<file path="src/hdl/decode_pkg.sv">
// Shared types for the RV32I decode stage
// Operation, format and opcode enums, the instruction word union
// and the stage input and output structs

package decode_pkg;

    parameter int XLEN       = 32;
    parameter int REG_ADDR_W = 5;
    parameter int TAG_W      = 3;

    typedef enum logic [5:0] {
        LUI, ADD, SUB, SLL, SLT, SLTU, XOR, SRL, SRA, OR, AND,
        BEQ, BNE, BLT, BGE, BLTU, BGEU,
        JAL, JALR,
        LB, LH, LW, LBU, LHU, SB, SH, SW,
        ECALL, EBREAK, SRET, MRET, WFI,
        CSRRW, CSRRS, CSRRC, CSRRWI, CSRRSI, CSRRCI,
        NOP, INVALID
    } op_e;

    typedef enum logic [2:0] {
        R_FMT, I_FMT, S_FMT, B_FMT, U_FMT, J_FMT
    } format_e;

    typedef enum logic [6:0] {
        OPC_LUI      = 7'b0110111,
        OPC_AUIPC    = 7'b0010111,
        OPC_JAL      = 7'b1101111,
        OPC_JALR     = 7'b1100111,
        OPC_BRANCH   = 7'b1100011,
        OPC_LOAD     = 7'b0000011,
        OPC_STORE    = 7'b0100011,
        OPC_OP_IMM   = 7'b0010011,
        OPC_OP       = 7'b0110011,
        OPC_MISC_MEM = 7'b0001111,
        OPC_SYSTEM   = 7'b1110011
    } opcode_e;

    ////////////////////////////////////////////////////////////
    // One view of the instruction word per format
    ////////////////////////////////////////////////////////////

    typedef struct packed {
        logic [6:0]            funct7;
        logic [REG_ADDR_W-1:0] rs2;
        logic [REG_ADDR_W-1:0] rs1;
        logic [2:0]            funct3;
        logic [REG_ADDR_W-1:0] rd;
        opcode_e               opcode;
    } r_fields_t;

    typedef struct packed {
        logic [11:0]           imm_11_0;
        logic [REG_ADDR_W-1:0] rs1;
        logic [2:0]            funct3;
        logic [REG_ADDR_W-1:0] rd;
        opcode_e               opcode;
    } i_fields_t;

    typedef struct packed {
        logic [6:0]            imm_11_5;
        logic [REG_ADDR_W-1:0] rs2;
        logic [REG_ADDR_W-1:0] rs1;
        logic [2:0]            funct3;
        logic [4:0]            imm_4_0;
        opcode_e               opcode;
    } s_fields_t;

    typedef struct packed {
        logic                  imm_12;
        logic [5:0]            imm_10_5;
        logic [REG_ADDR_W-1:0] rs2;
        logic [REG_ADDR_W-1:0] rs1;
        logic [2:0]            funct3;
        logic [3:0]            imm_4_1;
        logic                  imm_11;
        opcode_e               opcode;
    } b_fields_t;

    typedef struct packed {
        logic [19:0]           imm_31_12;
        logic [REG_ADDR_W-1:0] rd;
        opcode_e               opcode;
    } u_fields_t;

    typedef struct packed {
        logic                  imm_20;
        logic [9:0]            imm_10_1;
        logic                  imm_11;
        logic [7:0]            imm_19_12;
        logic [REG_ADDR_W-1:0] rd;
        opcode_e               opcode;
    } j_fields_t;

    typedef union packed {
        r_fields_t r_fields;
        i_fields_t i_fields;
        s_fields_t s_fields;
        b_fields_t b_fields;
        u_fields_t u_fields;
        j_fields_t j_fields;
    } instr_u;

    ////////////////////////////////////////////////////////////
    // Stage boundary
    ////////////////////////////////////////////////////////////

    typedef struct packed {
        instr_u             instr;
        logic [XLEN-1:0]    pc;
        logic [TAG_W-1:0]   tag;
    } fetch_t;

    typedef struct packed {
        op_e                op;
        logic [XLEN-1:0]    first_operand;
        logic [XLEN-1:0]    second_operand;
        logic [XLEN-1:0]    third_operand;
        logic [XLEN-1:0]    pc;
        instr_u             instr;
        logic [TAG_W-1:0]   tag;
        logic               illegal;
    } issue_t;

endpackage
</file>
<file path="src/hdl/decode_stage.sv">
// Instruction decode stage of the five-stage RV32I core
// Operand selection and the issue register with bubble insertion

`timescale 1ns/1ps

module decode_stage #(
    parameter int TAG_W = decode_pkg::TAG_W
) (
    input  logic                              clk,
    input  logic                              reset,
    input  logic                              stall_i,
    input  decode_pkg::fetch_t                fetch_i,
    input  logic [decode_pkg::XLEN-1:0]       rs1_data_i,
    input  logic [decode_pkg::XLEN-1:0]       rs2_data_i,
    output logic [decode_pkg::REG_ADDR_W-1:0] rs1_o,
    output logic [decode_pkg::REG_ADDR_W-1:0] rs2_o,
    output logic [decode_pkg::REG_ADDR_W-1:0] rd_o,
    output logic                              hazard_o,
    output decode_pkg::issue_t                issue_o
);
    import decode_pkg::*;

    instr_u           active_instr;
    op_e              op;
    format_e          fmt;
    logic [XLEN-1:0]  imm;
    logic [XLEN-1:0]  first_operand;
    logic [XLEN-1:0]  second_operand;
    logic [XLEN-1:0]  third_operand;
    logic [TAG_W-1:0] fetch_tag;
    issue_t           issue_d;
    issue_t           bubble;

    hazard_unit u_hazard_unit (
        .clk            (clk),
        .reset          (reset),
        .stall_i        (stall_i),
        .instr_i        (fetch_i.instr),
        .fmt_i          (fmt),
        .active_instr_o (active_instr),
        .hazard_o       (hazard_o),
        .rd_o           (rd_o)
    );

    op_decoder u_op_decoder (
        .instr_i (active_instr),
        .op_o    (op),
        .fmt_o   (fmt)
    );

    imm_gen u_imm_gen (
        .instr_i (active_instr),
        .fmt_i   (fmt),
        .imm_o   (imm)
    );

    // Register file read addresses
    assign rs1_o = active_instr.r_fields.rs1;
    assign rs2_o = active_instr.r_fields.rs2;

    assign fetch_tag = fetch_i.tag;

    ////////////////////////////////////////////////////////////
    // Operand selection
    ////////////////////////////////////////////////////////////

    always_comb begin
        case (fmt)
            U_FMT, J_FMT: begin
                first_operand  = fetch_i.pc;
                second_operand = imm;
                third_operand  = imm;
            end
            R_FMT, B_FMT: begin
                first_operand  = rs1_data_i;
                second_operand = rs2_data_i;
                third_operand  = imm;
            end
            // Store data rides in the third operand
            S_FMT: begin
                first_operand  = rs1_data_i;
                second_operand = imm;
                third_operand  = rs2_data_i;
            end
            default: begin
                first_operand  = rs1_data_i;
                second_operand = imm;
                third_operand  = imm;
            end
        endcase
    end

    always_comb begin
        issue_d.op             = op;
        issue_d.first_operand  = first_operand;
        issue_d.second_operand = second_operand;
        issue_d.third_operand  = third_operand;
        issue_d.pc             = fetch_i.pc;
        issue_d.instr          = active_instr;
        issue_d.tag            = fetch_tag;
        issue_d.illegal        = (op == INVALID);
    end

    // NOP bubble keeps the tag of the word being held
    always_comb begin
        bubble     = '0;
        bubble.op  = NOP;
        bubble.tag = fetch_tag;
    end

    ////////////////////////////////////////////////////////////
    // Issue register
    ////////////////////////////////////////////////////////////

    // Bubble wins over stall
    always_ff @(posedge clk) begin
        if (reset) begin
            issue_o    <= '0;
            issue_o.op <= NOP;
        end else if (hazard_o) begin
            issue_o <= bubble;
        end else if (!stall_i) begin
            issue_o <= issue_d;
        end
    end

endmodule

</file>
<file path="src/hdl/hazard_unit.sv">
// Hazard unit of the decode stage
// Re-decode hold register, register lock queue and hazard detection

`timescale 1ns/1ps

module hazard_unit (
    input  logic                              clk,
    input  logic                              reset,
    input  logic                              stall_i,
    input  decode_pkg::instr_u                instr_i,
    input  decode_pkg::format_e               fmt_i,
    output decode_pkg::instr_u                active_instr_o,
    output logic                              hazard_o,
    output logic [decode_pkg::REG_ADDR_W-1:0] rd_o
);
    import decode_pkg::*;

    typedef struct packed {
        logic [REG_ADDR_W-1:0] rd;
        logic                  store;
    } lock_t;

    instr_u last_instr;
    logic   last_hazard;
    lock_t  lock_d;
    lock_t  lock_q;
    logic   use_rs1;
    logic   use_rs2;
    logic   hazard_rs1;
    logic   hazard_rs2;
    logic   hazard_mem;

    ////////////////////////////////////////////////////////////
    // Re-decode after a hazard
    ////////////////////////////////////////////////////////////

    always_ff @(posedge clk) begin
        last_instr <= active_instr_o;
    end

    always_ff @(posedge clk) begin
        if (reset) begin
            last_hazard <= 1'b0;
        end else begin
            last_hazard <= hazard_o;
        end
    end

    assign active_instr_o = last_hazard ? last_instr : instr_i;

    ////////////////////////////////////////////////////////////
    // Register lock queue
    ////////////////////////////////////////////////////////////

    // A bubble locks nothing
    assign lock_d.rd    = hazard_o ? '0 : active_instr_o.r_fields.rd;
    assign lock_d.store = !hazard_o && (active_instr_o.r_fields.opcode == OPC_STORE);

    always_ff @(posedge clk) begin
        if (reset) begin
            lock_q <= '0;
            rd_o   <= '0;
        end else if (!stall_i) begin
            lock_q <= lock_d;
            rd_o   <= lock_q.rd;
        end
    end

    ////////////////////////////////////////////////////////////
    // Hazard detection
    ////////////////////////////////////////////////////////////

    // CSR immediate forms decode as R and so count as reading rs1
    assign use_rs1 = (fmt_i == R_FMT) || (fmt_i == B_FMT) || (fmt_i == S_FMT)
                  || (fmt_i == I_FMT);
    assign use_rs2 = (fmt_i == R_FMT) || (fmt_i == B_FMT) || (fmt_i == S_FMT);

    assign hazard_rs1 = use_rs1 && (active_instr_o.r_fields.rs1 != '0)
                     && (active_instr_o.r_fields.rs1 == lock_q.rd);
    assign hazard_rs2 = use_rs2 && (active_instr_o.r_fields.rs2 != '0)
                     && (active_instr_o.r_fields.rs2 == lock_q.rd);
    assign hazard_mem = lock_q.store && (active_instr_o.r_fields.opcode == OPC_LOAD);

    assign hazard_o = hazard_rs1 || hazard_rs2 || hazard_mem;

endmodule

</file>
<file path="src/hdl/imm_gen.sv">
// Immediate generator
// Sign-extended I, S, B, U and J immediates from the instruction union

`timescale 1ns/1ps

module imm_gen (
    input  decode_pkg::instr_u          instr_i,
    input  decode_pkg::format_e         fmt_i,
    output logic [decode_pkg::XLEN-1:0] imm_o
);
    import decode_pkg::*;

    always_comb begin
        case (fmt_i)
            I_FMT: imm_o = {{20{instr_i.i_fields.imm_11_0[11]}},
                            instr_i.i_fields.imm_11_0};
            S_FMT: imm_o = {{20{instr_i.s_fields.imm_11_5[6]}},
                            instr_i.s_fields.imm_11_5,
                            instr_i.s_fields.imm_4_0};
            // Branch offsets are even, bit 0 is implied
            B_FMT: imm_o = {{19{instr_i.b_fields.imm_12}},
                            instr_i.b_fields.imm_12,
                            instr_i.b_fields.imm_11,
                            instr_i.b_fields.imm_10_5,
                            instr_i.b_fields.imm_4_1,
                            1'b0};
            U_FMT: imm_o = {instr_i.u_fields.imm_31_12, 12'b0};
            J_FMT: imm_o = {{11{instr_i.j_fields.imm_20}},
                            instr_i.j_fields.imm_20,
                            instr_i.j_fields.imm_19_12,
                            instr_i.j_fields.imm_11,
                            instr_i.j_fields.imm_10_1,
                            1'b0};
            // R format carries no immediate
            default: imm_o = '0;
        endcase
    end

endmodule

</file>
<file path="src/hdl/op_decoder.sv">
// Operation and format decoder for RV32I
// One sub-decoder per major opcode, selected by the opcode

`timescale 1ns/1ps

module op_decoder (
    input  decode_pkg::instr_u  instr_i,
    output decode_pkg::op_e     op_o,
    output decode_pkg::format_e fmt_o
);
    import decode_pkg::*;

    opcode_e    opcode;
    logic [2:0] funct3;
    logic [6:0] funct7;

    op_e op_branch;
    op_e op_load;
    op_e op_store;
    op_e op_op_imm;
    op_e op_op;
    op_e op_misc_mem;
    op_e op_system;

    assign opcode = instr_i.r_fields.opcode;
    assign funct3 = instr_i.r_fields.funct3;
    assign funct7 = instr_i.r_fields.funct7;

    ////////////////////////////////////////////////////////////
    // Sub-decoders
    ////////////////////////////////////////////////////////////

    always_comb begin
        case (funct3)
            3'b000:  op_branch = BEQ;
            3'b001:  op_branch = BNE;
            3'b100:  op_branch = BLT;
            3'b101:  op_branch = BGE;
            3'b110:  op_branch = BLTU;
            3'b111:  op_branch = BGEU;
            default: op_branch = INVALID;
        endcase
    end

    always_comb begin
        case (funct3)
            3'b000:  op_load = LB;
            3'b001:  op_load = LH;
            3'b010:  op_load = LW;
            3'b100:  op_load = LBU;
            3'b101:  op_load = LHU;
            default: op_load = INVALID;
        endcase
    end

    always_comb begin
        case (funct3)
            3'b000:  op_store = SB;
            3'b001:  op_store = SH;
            3'b010:  op_store = SW;
            default: op_store = INVALID;
        endcase
    end

    // Shift immediates still check funct7, the rest ignore it
    always_comb begin
        case ({funct7, funct3}) inside
            10'b???????000: op_op_imm = ADD;
            10'b0000000001: op_op_imm = SLL;
            10'b???????010: op_op_imm = SLT;
            10'b???????011: op_op_imm = SLTU;
            10'b???????100: op_op_imm = XOR;
            10'b0000000101: op_op_imm = SRL;
            10'b0100000101: op_op_imm = SRA;
            10'b???????110: op_op_imm = OR;
            10'b???????111: op_op_imm = AND;
            default:        op_op_imm = INVALID;
        endcase
    end

    always_comb begin
        case ({funct7, funct3})
            10'b0000000000: op_op = ADD;
            10'b0100000000: op_op = SUB;
            10'b0000000001: op_op = SLL;
            10'b0000000010: op_op = SLT;
            10'b0000000011: op_op = SLTU;
            10'b0000000100: op_op = XOR;
            10'b0000000101: op_op = SRL;
            10'b0100000101: op_op = SRA;
            10'b0000000110: op_op = OR;
            10'b0000000111: op_op = AND;
            default:        op_op = INVALID;
        endcase
    end

    // FENCE goes down the pipe as a NOP
    assign op_misc_mem = (funct3 == 3'b000) ? NOP : INVALID;

    // Privileged forms need exact encodings, CSR forms only funct3
    always_comb begin
        case (instr_i[31:7]) inside
            25'b0000000000000000000000000: op_system = ECALL;
            25'b0000000000010000000000000: op_system = EBREAK;
            25'b0001000000100000000000000: op_system = SRET;
            25'b0011000000100000000000000: op_system = MRET;
            25'b0001000001010000000000000: op_system = WFI;
            25'b?????????????????001?????: op_system = CSRRW;
            25'b?????????????????010?????: op_system = CSRRS;
            25'b?????????????????011?????: op_system = CSRRC;
            25'b?????????????????101?????: op_system = CSRRWI;
            25'b?????????????????110?????: op_system = CSRRSI;
            25'b?????????????????111?????: op_system = CSRRCI;
            default:                       op_system = INVALID;
        endcase
    end

    ////////////////////////////////////////////////////////////
    // Opcode select and format
    ////////////////////////////////////////////////////////////

    always_comb begin
        case (opcode)
            OPC_LUI:      op_o = LUI;
            OPC_AUIPC:    op_o = ADD;
            OPC_JAL:      op_o = JAL;
            OPC_JALR:     op_o = JALR;
            OPC_BRANCH:   op_o = op_branch;
            OPC_LOAD:     op_o = op_load;
            OPC_STORE:    op_o = op_store;
            OPC_OP_IMM:   op_o = op_op_imm;
            OPC_OP:       op_o = op_op;
            OPC_MISC_MEM: op_o = op_misc_mem;
            OPC_SYSTEM:   op_o = op_system;
            default:      op_o = INVALID;
        endcase
    end

    always_comb begin
        case (opcode)
            OPC_JALR, OPC_LOAD, OPC_OP_IMM: fmt_o = I_FMT;
            OPC_STORE:                      fmt_o = S_FMT;
            OPC_BRANCH:                     fmt_o = B_FMT;
            OPC_LUI, OPC_AUIPC:             fmt_o = U_FMT;
            OPC_JAL:                        fmt_o = J_FMT;
            default:                        fmt_o = R_FMT;
        endcase
    end

endmodule

</file>
<file path="config.mk">
export PLATFORM = sky130hd
export DESIGN_NAME = decode_stage
export DESIGN_NICKNAME = d
export VERILOG_FILES = /design/src/hdl/decode_pkg.sv /design/src/hdl/decode_stage.sv /design/src/hdl/hazard_unit.sv /design/src/hdl/imm_gen.sv /design/src/hdl/op_decoder.sv
export SDC_FILE = /design/constraint.sdc
export NUM_CORES = 1
export LEC_CHECK = 0
export BUFFER_PORTS_ARGS = -buffer_cell sky130_fd_sc_hd__clkbuf_2
export CAP_MARGIN = 10
export CELL_PAD_IN_SITES_DETAIL_PLACEMENT = 1
export CELL_PAD_IN_SITES_GLOBAL_PLACEMENT = 1
export CORE_AREA = 5 5 199 153
export CTS_CLUSTER_SIZE = 10
export DETAILED_ROUTE_END_ITERATION = 6
export DIE_AREA = 0 0 204 158
export PLACE_DENSITY = 0.86
export SLEW_MARGIN = 20
export SYNTH_ARGS = -nofsm -noshare
export SYNTH_HDL_FRONTEND = slang
export SYNTH_SLANG_ARGS = --single-unit
export TNS_END_PERCENT = 30
</file>
<file path="constraint.sdc">
create_clock -name clk -period 5 [get_ports clk]
set_input_delay 0.75 -clock clk [delete_from_list [all_inputs] [get_ports clk]]
set_output_delay 0.75 -clock clk [all_outputs]
set_load 0.02 [all_outputs]
</file>
==> key figures, run 1 <==
Global route
  • Total GRT Usage: 24.9%
  • GR peak layer: met2
  • Met3 Resource Use GR: 7.54%
  • Routing usage on met1: 34.4%
  • Initial antenna violation count: 3
  • Met2 usage: 38.1%
  • Grt ovf: 0
  • Number of global-route vias before repair: 10,500
  • First-pass GRT wire length: 63,000 microns
  • Largest net degree at the start of global routing: 136

Power and ir drop
  • Pleak: 5.52 nW
  • Peak supply drop: 0.244 mV
  • Final Total Pwr: 4.37 mW
  • Pwr/cell area: 348 nW/um^2

Timing
  • Final worst slack: 494 ps
  • Fin crit period: 4510 ps
  • Tcrit/Tclk final: 90.1%
  • Max Clock Skew: 29.1 ps
  • Pin slew with the least headroom to its limit: 1050 ps
  • Slew Limit Fails: 0
  • RSZ-0062 raised after global routing: no
  • Slew HR: 29.8%
  • Setup TNS: 0 ps
  • Final setup violation count: 0
  • Fmax: 0.222 GHz
  • Hold Fails Final Rpt: 0

Synth
  • Post-Syn Area: 9960 sq um
  • Distinct cell type count after synthesis: 74
  • Synth Area in Adders: 0%
  • Synth Area per Inst: 7.98 sq um
  • Top cells by area, synth: dfxtp_1, nor2_1, a21oi_1
  • Synth Flop Type: dfxtp_1
  • Post-Synth Simple-Gate Area: 20.7%
  • Post-Syn Nets: 1,382
  • Most frequent cell after synthesis: nor2_1
  • Synth async-reset ratio: 0%
  • Yosys Warn Count: 0
  • Synth Area in Compound Gates: 21.0%
  • Multiplexer area fraction after synthesis: 7.84%
  • Synth Register Bits: 214
  • Post-synth EDFFs: 0
  • Synth cell count leaders: nor2_1, dfxtp_1, a21oi_1, nand2_1, mux2i_1
  • Post-synthesis sequential area ratio: 43.0%
  • Largest family of logic cells by synthesized area: compound AO/OA/AOI/OAI gates
  • Largest area contributor in the netlist: dfxtp_1
  • Yosys top cell area share: 43.0%
  • Synth Area in XOR/XNOR: 1.06%
  • Post-Syn Instances: 1,248

Final layout
  • Final Net Count: 1,651
  • Fillers: 3,536
  • Layout cell share with drive strength beyond 1: 26.5%
  • Area grow syn2layout: 26.2%
  • Core Util, Final: 44.2%

Clock tree
  • H-tree levels: 1
  • Hold Buf Count CTS: 0
  • Total CTS buffers: 26
  • Max clock buf depth: 3
  • CTS tree: done
  • Clock insertion delay at the later pin of the skew report: 540 ps
  • Worst-path clk slew: 60 ps
  • CTS root buf: clkbuf_16
  • CTS-repair resized insts: 0
  • # clock sinks: 214
  • Post-CTS Setup Repair Bufs: 0

Run status
  • Status: completed

Critical path
  • CP cell instances: nand4b_1 -> o22ai_1 -> a22oi_1 -> a32oi_1 -> o21ai_1 -> buf_4 -> clkbuf_2
  • CP delay by family, top: compound AO/OA/AOI/OAI gates
  • Worst Path Arrival: 3760 ps
  • Slowest stage cell, crit path: dfxtp_2
  • Critical Path RT: 4250 ps
  • Reg-to-reg slack, setup: 1020 ps
  • CP Capture Type: output pin
  • Crit path largest cell delay: 870 ps
  • Crit-path max FO: 36
  • Setup crit start kind: register
  • Critical path class: register to output pin
  • WP buf/inv: 2

Route
  • WL/cell: 22.1 microns
  • Initial drt markers: 854
  • WL final: 42,500 microns
  • DRC errors left: 0
  • Via Count: 10,500
  • Antenna viol nets, final: 0
  • Vias per Instance: 5.46
  • Drt pass-1 iters: 6

Floorplanning
  • Die area: 32,200 sq um
  • Die X: 204 microns
  • Die Y: 158 microns
  • Io pins: 320
  • Starting Density: 35.0%
  • Core area: 28,400 sq um
  • FP Rows: 54

Hold path
  • Hold crit path type: register to register

Place
  • Port bufs: 319
  • Post-Place Worst Slack: 1070 ps
  • RD Place Congestion: 1.02
  • Post-DP HPWL: 32,000 microns

Job
  • Max_cap viols: 0
cells in the final DEF (no fill, tap or decap), types with 4 or more instances in the layout:
cell type,instances
a32oi_1,4
o22a_1,4
mux2i_1,68
clkbuf_8,5
clkbuf_2,318
dfxtp_1,213
nor4_1,6
a21oi_1,171
inv_1,29
and2_1,4
xnor2_1,10
a22oi_1,14
clkbuf_16,26
nor3_1,23
nor3b_1,6
or3_1,8
a211oi_1,19
nand4_1,5
o211ai_1,13
a211o_1,26
clkbuf_1,5
nand2_1,150
mux2_2,6
nor2_1,228
o22ai_1,5
o311ai_0,11
nand3_1,8
buf_4,24
o21ai_0,26
state kept, by name (all words and copies together) (netlist names):
register                   count
u_hazard_unit.lock_q           6
issue_o                      170
u_hazard_unit.rd_o             5
u_hazard_unit.last_instr      32
u_hazard_unit.last_hazard      1
worst paths after layout:
path | start | to | cells after the start
worst max-delay path | u_hazard_unit.last_hazard | hazard_o | 7
worst min-delay path | issue_o[97] | issue_o[97] | 2
worst max register to register | u_hazard_unit.last_hazard | issue_o[118] | 9
worst min register to register | issue_o[97] | issue_o[97] | 2
cells by family after synthesis:
| group | count (synthesis) |
|---|---|
| buffers and inverters | 137 |
| XOR/XNOR | 12 |
| multiplexers | 76 |
| AND/OR/NAND/NOR | 476 |
| AO/OA/AOI/OAI | 333 |
| flip-flops | 214 |
metal layers:
metal | share of wire (%) | vias up
met4 | 2.8 | 4
met2 | 43 | 426
met3 | 9.2 | 76
li1 | - | 4883
met1 | 45 | 5099
met5 | 0.054 | -
tightest hold or removal path, delay by kind of cell, from the launching register on:
kind            cells  cell delay, ps
flops               1             310
simple gates        1              50
compound gates      1              50
where the power goes:
| group | internal [mW] | switching [mW] |
|---|---|---|
| clock network | 0.996 | 0.728 |
| logic | 0.252 | 0.507 |
| registers | 1.82 | 0.0762 |
through the flow:
step / instance area [sq um] / hold WS, ps / std cells
4_1_cts: 12600 / 450 / 1918
2_1_floorplan: 9960 / 461 / 1248
6_report: 12600 / 463 / 1921
3_3_place_gp: 11800 / 446 / 1881
5_1_grt: 12600 / 470 / 1919
3_5_place_dp: 11800 / 455 / 1881
area by class of cell:
type                            count  area [sq um]  share of cell area [%]
Multi-Input combinational cell    897          5070                    40.4
Clock inverter                      2          21.3                   0.169
Sequential cell                   214          4290                    34.1
Antenna cell                        3          7.51                  0.0597
Clock buffer                       35           724                    5.77
Timing Repair Buffer              346          1850                    14.7
Tap cell                          392           490                    3.90
Inverter                           32           120                   0.956
No activity file was read; power rests on OpenSTA's default activity.
==> run 2: changes to the inputs <==
Clock period 5 ns to 4.2 ns, I/O delays scaled along.
==> run 2 against run 1 <==
- non-clock buffer count rose by 23
- total power rose by 16%
- global-route usage barely moved
- combinational power rose by 21%
- sequential share of layout area fell by 0.20 points
- sequential cell count did not move
- clock power rose by 9.9%
- sequential power rose by 19%
- worst hold slack got worse by 96 ps
- critical path type unchanged
- largest cell class unchanged
- largest power group unchanged
==> key figures, run 2 (synthesis results as in run 1) <==
Run status
  • Status: completed (unchanged)

Timing
  • Pin slew with the least headroom to its limit: 872 ps (was 1050 ps)
  • Hold Fails Final Rpt: 0 (unchanged)
  • Fmax: 0.257 GHz
  • Setup TNS: 0 ps (unchanged)
  • Fin crit period: 3890 ps
  • Slew HR: 40.2% (was 29.8%)
  • Final setup violation count: 0 (unchanged)
  • Final worst slack: 310 ps (was 494 ps)
  • Slew Limit Fails: 0 (unchanged)
  • Final hold slack: 367 ps (was 463 ps)
  • Max Clock Skew: 38.8 ps (was 29.1 ps)
  • RSZ-0062 raised after global routing: no (unchanged)
  • Tcrit/Tclk final: 92.6%

Clock tree
  • Hold Buf Count CTS: 0 (unchanged)
  • Post-CTS Setup Repair Bufs: 0 (unchanged)
  • CTS-repair resized insts: 0 (unchanged)
  • Clock insertion delay at the later pin of the skew report: 540 ps (about the same)
  • H-tree levels: 1 (unchanged)
  • # clock sinks: 214 (unchanged)
  • Total CTS buffers: 25 (was 26)
  • Worst-path clk slew: 60 ps (about the same)
  • CTS tree: done (unchanged)
  • Max clock buf depth: 3 (unchanged)
  • CTS root buf: clkbuf_16 (unchanged)

Critical path
  • Slowest stage cell, crit path: dfxtp_4 (was dfxtp_2)
  • Most used cell, CP: buf_4
  • Critical Path RT: 3570 ps (was 4250 ps)
  • Crit-path max FO: 37 (was 36)
  • CP cell instances: buf_4 -> mux2i_1 -> nand3_1 -> a21oi_4 -> o21ai_1 -> buf_4 -> clkbuf_2 (was nand4b_1 -> o22ai_1 -> a22oi_1 -> a32oi_1 -> o21ai_1 -> buf_4 -> clkbuf_2)
  • Critical path class: register to output pin (unchanged)
  • Reg2reg start: u_hazard_unit.last_hazard (unchanged)
  • CP Capture Type: output pin (unchanged)
  • R2r endpoint: issue_o[79] (was issue_o[118])
  • Reg-to-reg slack, setup: 550 ps (was 1020 ps)
  • Setup crit start kind: register (unchanged)
  • Crit path largest cell delay: 660 ps (was 870 ps)
  • Worst Path Arrival: 3260 ps (was 3760 ps)
  • R2R cell count: 10 (was 9)

Global route
  • Largest net degree at the start of global routing: 109 (was 136)
  • First-pass GRT wire length: 63,200 microns (was 63,000 microns)
  • Initial antenna violation count: 1 (was 3)
  • Routing usage on met1: 34.6% (was 34.4%)
  • Total GRT Usage: 24.9% (about the same)
  • Number of global-route vias before repair: 10,500 (about the same)
  • Met3 Resource Use GR: 7.74% (was 7.54%)
  • Grt ovf: 0 (unchanged)
  • Met2 usage: 37.5% (was 38.1%)
  • GR peak layer: met2 (unchanged)

Floorplanning
  • FP Rows: 54 (unchanged)
  • Die area: 32,200 sq um (unchanged)
  • Io pins: 320 (unchanged)
  • Die X: 204 microns (unchanged)
  • Die Y: 158 microns (unchanged)
  • Core area: 28,400 sq um (unchanged)
  • Starting Density: 35.0% (unchanged)

Route
  • WL final: 42,500 microns (about the same)
  • DRC errors left: 0 (unchanged)
  • WL/cell: 22.0 microns (was 22.1 microns)
  • Drt pass-1 iters: 5 (was 6)
  • Vias per Instance: 5.41 (was 5.46)
  • Via Count: 10,500 (about the same)
  • Initial drt markers: 818 (was 854)
  • Antenna viol nets, final: 0 (unchanged)

Final layout
  • Fillers: 3,523 (was 3,536)
  • Post-route cell area: 12,600 sq um (about the same)
  • Max reg flops: 170 (unchanged)
  • Final Net Count: 1,673 (was 1,651)
  • Commonest non-fill, non-tap cell in the layout: clkbuf_2 (unchanged)
  • Area grow syn2layout: 27.0% (was 26.2%)
  • Largest Register: issue_o (unchanged)
  • Top Registers: issue_o x170, u_hazard_unit.last_instr x32, u_hazard_unit.lock_q x6 (unchanged)
  • Layout cell share with drive strength beyond 1: 27.2% (was 26.5%)
  • Most frequent cells in the layout: clkbuf_2, nor2_1, dfxtp_1 (unchanged)

Place
  • Placed Area: 12,000 sq um (was 11,800 sq um)
  • Post-DP HPWL: 32,900 microns (was 32,000 microns)
  • RD Place Congestion: 1.03 (was 1.02)
  • Port bufs: 319 (unchanged)
  • Post-Place Worst Slack: 349 ps (was 1070 ps)

Hold path
  • Min-Delay Path Depth: 3 (was 2)
  • Hold path start: fetch_i[26] (was issue_o[97])
  • Hold crit path type: primary input to register (was register to register)
  • WHS Endpoint: issue_o[59] (was issue_o[97])

Power and ir drop
  • Peak supply drop: 0.255 mV (was 0.244 mV)
  • Final Total Pwr: 5.06 mW (was 4.37 mW)
  • Pwr/cell area: 400 nW/um^2 (was 348 nW/um^2)
  • Pleak: 5.58 nW (was 5.52 nW)

Job
  • Max_cap viols: 0 (unchanged)
-- run 2: cell types whose count changed in the layout (fill, tap and decap cells not counted) --
cell / change
inv_6: +1
mux2i_2: -1
dfxtp_4: +1
buf_4: +23
clkinv_2: -1
clkbuf_16: -1
dfxtp_2: -1
diode_2: -1
clkbuf_8: -4
clkbuf_1: +1
clkinv_8: -1
mux2i_1: +1
-- run 2: how the worst max path moves through the flow --
stage	startpoint	to	slack (ps)	cells after the start
after floorplan	fetch_i[63]	issue_o[166]	1450	8
after global placement	u_hazard_unit.last_hazard	issue_o[79]	430	10
after detailed placement	u_hazard_unit.last_hazard	issue_o[79]	350	10
after CTS	u_hazard_unit.last_hazard	hazard_o	20	7
after global routing	u_hazard_unit.last_hazard	hazard_o	120	7
final	u_hazard_unit.last_hazard	hazard_o	310	7
-- run 2: power breakdown --
group / internal (mW) / total, mW / switching [mW]
Clock: 1.07 / 1.89 / 0.824
Sequential: 2.16 / 2.25 / 0.0890
Combinational: 0.314 / 0.915 / 0.601
-- run 2: per-stage QoR --
step	utilization, %	std cells
finish	44.5	1938
global route	44.4	1936
global placement	42.1	1904
CTS	44.4	1936
floorplan	-	1248
detailed placement	42.1	1904
-- run 2: final cells by class --
class                           count  area, sq um  area share (%)
Antenna cell                        2         5.00          0.0396
Clock buffer                       31          648            5.13
Clock inverter                      1         8.76          0.0693
Inverter                           32          120           0.950
Multi-Input combinational cell    897         5070            40.1
Sequential cell                   214         4290            33.9
Tap cell                          392          490            3.88
Timing Repair Buffer              369         2020            16.0
-- run 2: layer usage --
| metal | part of all wire [%] | vias up |
|---|---|---|
| met4 | 3.0 | 2 |
| met1 | 45 | 5087 |
| met3 | 8.7 | 74 |
| met5 | 0.033 | - |
| li1 | - | 4921 |
| met2 | 43 | 395 |
-- run 2: worst max-delay path: cells and delay by family (launching register included) --
family	cells	cell delay [ps]
mux	1	510
simple gates	1	300
compound gates	2	580
buf+inv	3	660
flops	1	660
